## src/source/board_pkg.sv

```systemverilog
package board_pkg;

    // Push buttons on the board.
    localparam int w_key = 4;

    // Switch bits that set the gain shift.
    localparam int w_gain = 2;

    // Level bar LEDs.
    localparam int w_led = 4;

    // Binary display value.
    localparam int w_display = 16;

    // Clocks a key must hold a new level before it counts.
    localparam int debounce_cycles = 16;

endpackage

```

## src/source/audio_pkg.sv

```systemverilog
package audio_pkg;

    localparam int w_sample = 24;
    localparam int w_mag    = w_sample - 1;  // Magnitude drops the sign bit.

    // Clocks per sck half period.
    localparam int sck_half_cycles = 4;

    // Sck periods per ws frame, left half then right half.
    localparam int frame_bits = 64;

    // LED bar steps, entry 0 is the lowest.
    localparam logic [board_pkg::w_led - 1:0][w_mag - 1:0] level_thresholds =
    {
        23'h400000,
        23'h200000,
        23'h100000,
        23'h080000
    };

    typedef struct packed
    {
        logic signed [w_sample - 1:0] data;
    } mic_sample_t;

    typedef struct packed
    {
        logic [board_pkg::w_key - 1:0] press;  // One clock per accepted press.
    } key_event_t;

    typedef enum logic [1:0]
    {
        idle,
        shift,
        offer
    } i2s_state_e;

    typedef enum logic
    {
        mode_instant,
        mode_peak
    } meter_mode_e;

endpackage

```

## src/source/mic_i2s_receiver.sv

```systemverilog
`timescale 1ns/1ps

module mic_i2s_receiver
(
    input  logic                   clk,
    input  logic                   reset,
    input  logic                   sd,
    output logic                   sck,
    output logic                   ws,
    output audio_pkg::mic_sample_t sample,
    output logic                   sample_req,
    input  logic                   sample_ack
);

    import audio_pkg::*;

    logic [$clog2(sck_half_cycles) - 1:0] div_cnt;
    logic [$clog2(frame_bits) - 1:0]      bit_cnt;
    logic                                 div_end;
    logic                                 sck_rise;
    logic                                 sck_fall;
    logic                                 capture;
    logic                                 first_bit;
    logic                                 last_bit;
    logic                                 word_done;
    logic [w_sample - 1:0]                shift_reg;
    i2s_state_e                           state;

    assign div_end  = (div_cnt == sck_half_cycles - 1);
    assign sck_rise = div_end && !sck;  // Sck goes high on this edge.
    assign sck_fall = div_end && sck;
    assign ws       = bit_cnt[$clog2(frame_bits) - 1];  // High in the second half.

    // Data bits sit on sck periods 1 to 24 of the left half.
    assign capture   = sck_rise && !ws && (bit_cnt >= 1) && (bit_cnt <= w_sample);
    assign first_bit = capture && (bit_cnt == 1);
    assign last_bit  = capture && (bit_cnt == w_sample);

    always_ff @(posedge clk)
    begin
        if (reset)
        begin
            div_cnt    <= '0;
            sck        <= 1'b0;
            bit_cnt    <= '0;
            word_done  <= 1'b0;
            state      <= idle;
            sample_req <= 1'b0;
        end
        else
        begin
            if (div_end)
            begin
                div_cnt <= '0;
                sck     <= ~sck;
            end
            else
            begin
                div_cnt <= div_cnt + 1'b1;
            end

            if (sck_fall)
                bit_cnt <= bit_cnt + 1'b1;

            word_done <= last_bit;

            case (state)
                idle:
                    if (first_bit)
                        state <= shift;  // A word started while free.
                shift:
                    if (word_done)
                    begin
                        state      <= offer;
                        sample_req <= 1'b1;
                    end
                offer:
                    // Words that finish here are lost.
                    if (sample_req && sample_ack)
                        sample_req <= 1'b0;
                    else if (!sample_req && !sample_ack)
                        state <= idle;
                default:
                    state <= idle;
            endcase
        end
    end

    always_ff @(posedge clk)
    begin
        if (capture)
            shift_reg <= {shift_reg[w_sample - 2:0], sd};  // MSB arrives first.

        if (state == shift && word_done)
            sample.data <= shift_reg;
    end

endmodule

```

## src/source/key_debouncer.sv

```systemverilog
`timescale 1ns/1ps

module key_debouncer
(
    input  logic                          clk,
    input  logic                          reset,
    input  logic [board_pkg::w_key - 1:0] key,
    output audio_pkg::key_event_t         keys
);

    import board_pkg::*;
    import audio_pkg::*;

    logic [w_key - 1:0]                                sync_a;
    logic [w_key - 1:0]                                sync_b;
    logic [w_key - 1:0]                                accepted;
    logic [w_key - 1:0]                                settle;
    logic [w_key - 1:0][$clog2(debounce_cycles) - 1:0] stable_cnt;
    key_event_t                                        press_next;

    always_comb
    begin
        for (int i = 0; i < w_key; i++)
            settle[i] = (sync_b[i] != accepted[i]) && (stable_cnt[i] == debounce_cycles - 1);

        press_next.press = settle & sync_b & ~accepted;  // Only low to high.
    end

    always_ff @(posedge clk)
    begin
        if (reset)
        begin
            sync_a     <= '0;
            sync_b     <= '0;
            accepted   <= '0;
            stable_cnt <= '0;
            keys       <= '0;
        end
        else
        begin
            sync_a   <= key;
            sync_b   <= sync_a;
            keys     <= press_next;
            accepted <= accepted ^ settle;

            // Any return to the old level restarts the count.
            for (int i = 0; i < w_key; i++)
                if (sync_b[i] == accepted[i] || settle[i])
                    stable_cnt[i] <= '0;
                else
                    stable_cnt[i] <= stable_cnt[i] + 1'b1;
        end
    end

endmodule

```

## src/source/level_meter.sv

```systemverilog
`timescale 1ns/1ps

module level_meter
(
    input  logic                              clk,
    input  logic                              reset,
    input  audio_pkg::mic_sample_t            sample,
    input  logic                              sample_req,
    output logic                              sample_ack,
    input  audio_pkg::key_event_t             keys,
    input  logic [board_pkg::w_gain - 1:0]    gain,
    output logic [board_pkg::w_led - 1:0]     led,
    output logic [board_pkg::w_display - 1:0] display
);

    import board_pkg::*;
    import audio_pkg::*;

    logic [w_sample - 1:0]                abs_full;
    logic [w_mag - 1:0]                   magnitude;
    logic [w_mag + (1 << w_gain) - 2:0]   shifted;
    logic [w_mag - 1:0]                   gained;
    logic [w_mag - 1:0]                   latest;
    logic [w_mag - 1:0]                   latest_next;
    logic [w_mag - 1:0]                   peak;
    logic [w_mag - 1:0]                   peak_next;
    logic [w_mag - 1:0]                   shown_next;
    logic [w_led - 1:0]                   led_next;
    logic                                 take;
    meter_mode_e                          mode;
    meter_mode_e                          mode_next;

    always_comb
    begin
        abs_full  = sample.data[w_sample - 1] ? -sample.data : sample.data;
        magnitude = abs_full[w_sample - 1] ? '1 : abs_full[w_mag - 1:0];  // Most negative.

        shifted = {{((1 << w_gain) - 1){1'b0}}, magnitude} << gain;
        gained  = (|shifted[$left(shifted):w_mag]) ? '1 : shifted[w_mag - 1:0];

        take = sample_req && !sample_ack;  // Edge on which ack rises.

        latest_next = take ? gained : latest;

        peak_next = peak;
        if (take && gained > peak)
            peak_next = gained;
        if (keys.press[1])
            peak_next = '0;  // Clear wins over a new sample.

        mode_next = mode;
        if (keys.press[0])
            mode_next = (mode == mode_instant) ? mode_peak : mode_instant;

        shown_next = (mode_next == mode_peak) ? peak_next : latest_next;

        for (int i = 0; i < w_led; i++)
            led_next[i] = (shown_next >= level_thresholds[i]);
    end

    always_ff @(posedge clk)
    begin
        if (reset)
        begin
            sample_ack <= 1'b0;
            latest     <= '0;
            peak       <= '0;
            mode       <= mode_instant;
            led        <= '0;
            display    <= '0;
        end
        else
        begin
            sample_ack <= sample_req;  // Follows req one clock later.
            latest     <= latest_next;
            peak       <= peak_next;
            mode       <= mode_next;
            led        <= led_next;
            display    <= shown_next[w_mag - 1 -: w_display];
        end
    end

endmodule

```

## src/source/board_top.sv

```systemverilog
`timescale 1ns/1ps

module board_top
(
    input  logic                              clk,
    input  logic                              reset,
    input  logic [board_pkg::w_key - 1:0]     key,
    input  logic [board_pkg::w_gain - 1:0]    sw,
    output logic                              sck,
    output logic                              ws,
    input  logic                              sd,
    output logic [board_pkg::w_led - 1:0]     led,
    output logic [board_pkg::w_display - 1:0] display
);

    import audio_pkg::*;

    mic_sample_t sample;
    logic        sample_req;
    logic        sample_ack;
    key_event_t  keys;

    mic_i2s_receiver i_mic
    (
        .clk        ( clk        ),
        .reset      ( reset      ),
        .sd         ( sd         ),
        .sck        ( sck        ),
        .ws         ( ws         ),
        .sample     ( sample     ),
        .sample_req ( sample_req ),
        .sample_ack ( sample_ack )
    );

    key_debouncer i_keys
    (
        .clk   ( clk   ),
        .reset ( reset ),
        .key   ( key   ),
        .keys  ( keys  )
    );

    level_meter i_meter
    (
        .clk        ( clk        ),
        .reset      ( reset      ),
        .sample     ( sample     ),
        .sample_req ( sample_req ),
        .sample_ack ( sample_ack ),
        .keys       ( keys       ),
        .gain       ( sw         ),  // Switches set the shift directly.
        .led        ( led        ),
        .display    ( display    )
    );

endmodule

```

## config.mk

```make
export PLATFORM = sky130hd
export DESIGN_NAME = board_top
export DESIGN_NICKNAME = d
export VERILOG_FILES = /design/src/source/board_pkg.sv /design/src/source/audio_pkg.sv /design/src/source/mic_i2s_receiver.sv /design/src/source/key_debouncer.sv /design/src/source/level_meter.sv /design/src/source/board_top.sv
export SDC_FILE = /design/constraint.sdc
export NUM_CORES = 1
export LEC_CHECK = 0
export ABC_AREA = 1
export ABC_CLOCK_PERIOD_IN_PS = 8400
export BUFFER_PORTS_ARGS = -buffer_cell sky130_fd_sc_hd__buf_2
export CAP_MARGIN = 15
export CELL_PAD_IN_SITES_DETAIL_PLACEMENT = 0
export CELL_PAD_IN_SITES_GLOBAL_PLACEMENT = 1
export CORE_ASPECT_RATIO = 0.7
export CORE_MARGIN = 3
export CORE_UTILIZATION = 48
export CTS_CLUSTER_SIZE = 24
export DETAILED_ROUTE_END_ITERATION = 8
export HOLD_SLACK_MARGIN = 0.06
export PLACE_DENSITY_LB_ADDON = 0.1
export SLEW_MARGIN = 0
export SYNTH_ARGS = -nofsm -noshare
export SYNTH_HDL_FRONTEND = slang
export SYNTH_SLANG_ARGS = --single-unit
export TNS_END_PERCENT = 50
```

## constraint.sdc

```tcl
create_clock -name clk -period 8.4 [get_ports clk]
set_input_delay 1.68 -clock clk [delete_from_list [all_inputs] [get_ports clk]]
set_output_delay 1.68 -clock clk [all_outputs]
set_load 0.05 [all_outputs]
```

==> key figures, run 1 <==
Status
  • Outcome: completed

Routing
  • Met3 wire len: 522 µm
  • DRC: 0
  • Vias/cell: 5.19
  • Vias after detailed routing: 5424
  • Post-Route WL: 14800 µm
  • Initial DRT Pass Iterations: 5
  • DRT iter0 DRCs: 370
  • DR WL met2: 6510 µm
  • DRT antenna net count: 0
  • Met1 WL: 7580 µm
  • Routed WL per cell: 14.1 µm
  • Top sig layer: met4

Cells and area
  • P&R area growth vs syn: 12.2%
  • Fin area: 0.00770 mm²
  • Post-Route Utilization: 56.7%
  • Post-layout net count: 888
  • Most frequent cells in the layout: nand2_1, nor2_1, dfxtp_1
  • Layout cells sized above 1: 13.2%
  • Most common cell after layout, fill and taps aside: nand2_1
  • Antenna Cells: 0
  • Fillers: 1272

Floorplan
  • Die area: 0.0158 mm²
  • Die width: 149 µm
  • Core box area: 0.0136 mm²
  • Vert. Die Dim: 106 µm
  • Initial core utilization: 50.5%
  • FP Rows: 35
  • Io pins: 31

Yosys
  • Synth Cell Area: 0.00686 mm²
  • Post-synth EDFFs: 48
  • Top post-synthesis cells by area: dfxtp_1, edfxtp_1, nand2_1, ha_1, nor2_1
  • Distinct cells, synth: 47
  • Post-synth top area cell: dfxtp_1
  • Sequential fraction of the synthesis area: 47.3%
  • Synth async-reset ratio: 0%
  • Synthesized flop and latch total: 138
  • Top FF cell, synth: dfxtp_1
  • Synth top area share: 26.3%
  • Average cell area after synthesis: 8.26 µm²
  • Post-Synthesis Cells: 830
  • Post-Syn Nets: 870
  • Synthesis Warnings: 0

Worst hold path
  • Hold Path Class: flip-flop to flip-flop

Setup path
  • Crit Path Class: input pin to flip-flop
  • Peak fanout along the critical path: 27
  • CP Data Required Time: 8.75 ns
  • Worst path slowest cell: nand2_1
  • Element type at the critical path end: flip-flop
  • CP arrival: 6.21 ns
  • Most used cell along the critical path: nand2_1
  • CP max stage delay: 0.63 ns
  • Worst path top cell family by delay: simple AND/OR/NAND/NOR gates
  • WP buf/inv: 4
  • Startpoint types: input pin

Pwr
  • Pwr/cell area: 218 mW/mm²
  • Leakage: 0.00329 µW
  • Worst-case vdd ir drop: 0.118 mV

STA
  • Worst slew margin: 38.0%
  • Final Critical Period: 5.86 ns
  • Clk_skew: 0.00970 ns
  • Maximum clock rate: 171 MHz
  • Worst-Margin Slew: 0.930 ns
  • Endpoints failing setup: 0
  • Hold Vio Cnt, Final: 0
  • Final worst-path cycle share: 69.7%
  • Fin Setup TNS: 0 ns
  • RSZ-0062 raised after global routing: false
  • Slew Limit Fails: 0

Clock tree
  • Clk buf depth: 2
  • # clock sinks: 138
  • Num CTS Buffers: 17
  • CTS clock-pin slew for the worst setup and hold paths: 0.07 ns
  • Post_cts resized: 0
  • Latest clock arrival within the worst-skew pair: 0.41 ns
  • CTS tree: done
  • H-tree lvl count: 4
  • Clk root buf: clkbuf_16
  • Post-CTS setup buffer count: 0
  • Hold-fix buffer count after cts: 0

Flow run
  • Total of max-cap violations: 0

Placed design
  • Final GP Congestion: 0.866
  • IO Port Bufs: 28
  • HPWL after detailed placement: 10700 µm
  • Area after DPL: 0.00711 mm²

GRT
  • First-pass GRT wire length: 25600 µm
  • Initial antenna violation count: 0
  • Vias in the first global route: 5296
  • GRT Resource Usage Total: 19.9%
  • Largest net degree at the start of global routing: 61
  • Total gr overflow: 0
-- report_power, final --
part	total [µW]	internal [µW]	switching, µW	leakage [µW]
Sequential	725	716	8.75	0.00116
Clock	750	428	322	0.000285
Combinational	202	61.9	140	0.00184
-- cell usage after synthesis, types with 2 or more instances --
library cell / instances
nand2_4: 2
a21oi_2: 3
nor2_1: 97
nor2_4: 3
clkbuf_1: 20
o211ai_2: 3
o21ai_1: 17
nand3_2: 8
nor2_2: 2
nand3b_1: 3
o21ai_0: 31
buf_2: 8
nand2_1: 169
nand3_1: 61
nand2_2: 5
mux2i_1: 6
edfxtp_1: 48
ha_1: 31
inv_2: 3
buf_4: 3
dfxtp_1: 90
buf_1: 2
nand4_1: 22
xor2_1: 10
xnor2_1: 4
nor3b_1: 3
or2_2: 3
o211ai_1: 9
nor3_1: 8
o21ai_2: 11
inv_1: 78
a21oi_1: 50
or2_0: 3
-- kinds of logic after synthesis --
logic type / Yosys count / share of synthesized area, %
DFF: 138 / 47.3
buffers and inverters: 118 / 7.11
xor gates and xnor gates: 14 / 1.79
muxes: 6 / 0.876
AOI/OAI and AO/OA: 129 / 11.0
adders and majority gates: 31 / 5.65
and+or+nand+nor: 394 / 26.2
-- path summary, 6_finish.rpt --
path,from,to,slack [ns],depth (start not counted)
min reg2reg,i_keys.sync_a[1],i_keys.sync_b[1],0.40,2
max reg2reg,i_mic.sample[23],i_meter.led[0],3.27,27
min,i_keys.sync_a[1],i_keys.sync_b[1],0.40,2
max,sw[0],i_meter.led[0],2.54,25
-- per-stage QoR --
| step | setup WS, ns | total power (µW) | instances | hold WS, ns |
|---|---|---|---|---|
| 5_1_grt | 1.93 | 1750 | 1046 | 0.432 |
| 3_3_place_gp | 2.20 | 936 | 1014 | 0.391 |
| 2_1_floorplan | 3.86 | 900 | 830 | 0.388 |
| 4_1_cts | 2.54 | 1690 | 1046 | 0.406 |
| 3_5_place_dp | 2.12 | 942 | 1014 | 0.396 |
| 6_report | 2.54 | 1680 | 1046 | 0.404 |
-- per-layer routing --
| metal | vias to the layer above | GRT usage (%) |
|---|---|---|
| met5 | - | 0 |
| met4 | 0 | 5.29 |
| met3 | 16 | 4.05 |
| met2 | 79 | 31.2 |
| met1 | 2523 | 28.2 |
| li1 | 2806 | - |
-- worst min-delay path, delay by kind of cell, from the launching register on --
kind / cells / cell delay, ns
simple gates: 1 / 0.03
flops: 1 / 0.30
buf+inv: 1 / 0.04
-- area by class of cell --
class / instances / area [µm²] / area share (%)
Sequential cell: 138 / 3240 / 42.1
Multi-Input combinational cell: 574 / 3130 / 40.7
Clock buffer: 18 / 439 / 5.71
Inverter: 83 / 317 / 4.11
Tap cell: 185 / 231 / 3.01
Timing Repair Buffer: 34 / 185 / 2.41
Clock inverter: 14 / 149 / 1.93
Power figures use the tool's default switching activity.
==> run 2: changes to the inputs <==
- ABC_CLOCK_PERIOD_IN_PS: 8400 -> 4700
- CORE_UTILIZATION: 48 -> 42
- clock period: 8.4 -> 4.7 ns (I/O delays scaled with it)
==> run 2 against run 1 <==
  * Sequential share of layout area decreased by 0.84 points
  * Clock skew about the same
  * Critical path type is now flip-flop to flip-flop
  * Design area increased by 2.0%
  * Largest cell class unchanged
  * Flip-flop and latch count unchanged
  * Via count increased by 0.92%
==> key figures, run 2 (synthesized netlist as in run 1, its figures left out) <==
Clock tree
  • CTS clock-pin slew for the worst setup and hold paths: 0.07 ns
  • Latest clock arrival within the worst-skew pair: 0.43 ns
  • Post-CTS setup buffer count: 0
  • H-tree lvl count: 4
  • Clk root buf: clkbuf_16
  • CTS tree: done
  • Num CTS Buffers: 17
  • Clk buf depth: 2
  • # clock sinks: 138

GRT
  • Largest net degree at the start of global routing: 36
  • Total gr overflow: 0
  • GRT Resource Usage Total: 17.5%
  • First-pass GRT wire length: 25300 µm
  • Vias in the first global route: 5301
  • Initial antenna violation count: 1

Routing
  • Routed WL per cell: 13.7 µm
  • Vias after detailed routing: 5474
  • DRT antenna net count: 0
  • Post-Route WL: 14900 µm
  • Vias/cell: 5.03
  • DRT iter0 DRCs: 307
  • DRC: 0
  • Initial DRT Pass Iterations: 4

STA
  • Slew Limit Fails: 0
  • Endpoints failing setup: 0
  • Worst slew margin: 39.3%
  • Hold Vio Cnt, Final: 0
  • RSZ-0062 raised after global routing: false
  • Clk_skew: 0.00996 ns
  • Fin Setup TNS: 0 ns
  • Final worst-path cycle share: 90.4%
  • Final Critical Period: 4.25 ns
  • Worst-Margin Slew: 0.909 ns
  • Maximum clock rate: 235 MHz
  • Worst hold slack: 0.413 ns

Placed design
  • Final GP Congestion: 0.850
  • IO Port Bufs: 28
  • HPWL after detailed placement: 10900 µm

Setup path
  • Startpoint types: flip-flop
  • Worst path slowest cell: edfxtp_1
  • Peak fanout along the critical path: 24
  • Reg2reg setup slack: 0.45 ns
  • Element type at the critical path end: flip-flop
  • Reg-to-reg startpoint: i_mic.sample[0]
  • Reg2reg end: i_meter.led[0]
  • Most used cell along the critical path: nand2_1
  • CP Data Required Time: 5.01 ns
  • Reg2Reg Depth: 29
  • CP max stage delay: 0.42 ns
  • CP arrival: 4.56 ns
  • Crit Path Class: flip-flop to flip-flop

Cells and area
  • Post-layout net count: 896
  • Most common cell after layout, fill and taps aside: nand2_1
  • Most frequent cells in the layout: nand2_1, nor2_1, dfxtp_1
  • Antenna Cells: 0
  • Layout cells sized above 1: 14.2%
  • P&R area growth vs syn: 14.5%

Floorplan
  • FP Rows: 38
  • Vert. Die Dim: 113 µm
  • Initial core utilization: 43.6%
  • Io pins: 31
  • Die width: 159 µm
  • Core box area: 0.0157 mm²
  • Die area: 0.0179 mm²

Worst hold path
  • WHS Path Cells: 2
  • Worst Hold End: i_keys.sync_b[0]
  • Hold Path Class: flip-flop to flip-flop
  • Hold path start: i_keys.sync_a[0]

Pwr
  • Worst-case vdd ir drop: 0.216 mV
  • Leakage: 0.00336 µW
  • Pwr/cell area: 394 mW/mm²

Flow run
  • Total of max-cap violations: 0

Status
  • Outcome: completed
[run 2: cell count changes in the layout (fill, tap and decap cells not counted), sizes merged]
cell / previous run / this run
bufinv: 1 / 2
inv: 91 / 93
buf: 34 / 42
clkinvlp: 2 / 0
clkinv: 3 / 2
[run 2: area by class of cell]
class,count,area [µm²]
fill,1496,7890
clock inverter,14,188
multi-input combinational,574,3130
timing repair buffer,42,245
tap,220,275
inverter,83,317
clock buffer,18,450
sequential,138,3240
[run 2: worst max-delay path: cells and delay by family, from the launching register on]
family / cells / cell delay [ns]
compound gates: 4 / 0.44
fa+ha+maj: 2 / 0.51
buf+inv: 3 / 0.50
simple gates: 20 / 2.25
flops: 1 / 0.42
[run 2: per-layer routing]
layer / up-vias / track usage [%] / wire length (µm)
li1: 2826 / - / -
met1: 2542 / 24.1 / 7780
met2: 78 / 26.6 / 6320
met3: 26 / 4.02 / 523
met4: 2 / 7.87 / 319
met5: - / 0 / 9
[run 2: through the flow]
stage          setup slack, ns  std cells  utilization [%]  power (µW)  instance area [µm²]
4_1_cts                  0.440       1089             49.9        3130                 7850
2_1_floorplan            0.897        830                -        1610                 6860
3_3_place_gp             0.427       1057             45.8        1680                 7210
3_5_place_dp             0.456       1057             45.8        1690                 7210
6_report                 0.449       1089             49.9        3090                 7850
5_1_grt                 0.0135       1089             49.9        3240                 7850
[run 2: worst max-delay path by stage]
stage | slack (ns) | to | from
after floorplan | 0.90 | i_meter.display[10] | sw[0]
after global placement | 0.43 | i_meter.led[0] | sw[1]
after detailed placement | 0.46 | i_meter.led[0] | i_mic.sample[0]
after CTS | 0.44 | i_meter.led[0] | i_mic.sample[0]
after global routing | 0.01 | i_meter.led[0] | i_mic.sample[1]
final | 0.45 | i_meter.led[0] | i_mic.sample[0]
[run 2: repair_timing]
item,CTS,global route
endpoints found under the setup margin,0,3
hold buffers,0,0
gates resized for setup,0,1
[run 2: power breakdown]
part	switching (µW)	total [µW]	internal (µW)	leakage, µW
clock network	586	1430	847	0.000316
registers	16.0	1300	1280	0.00116
logic	251	365	115	0.00188
total	852	3090	2240	0.00336
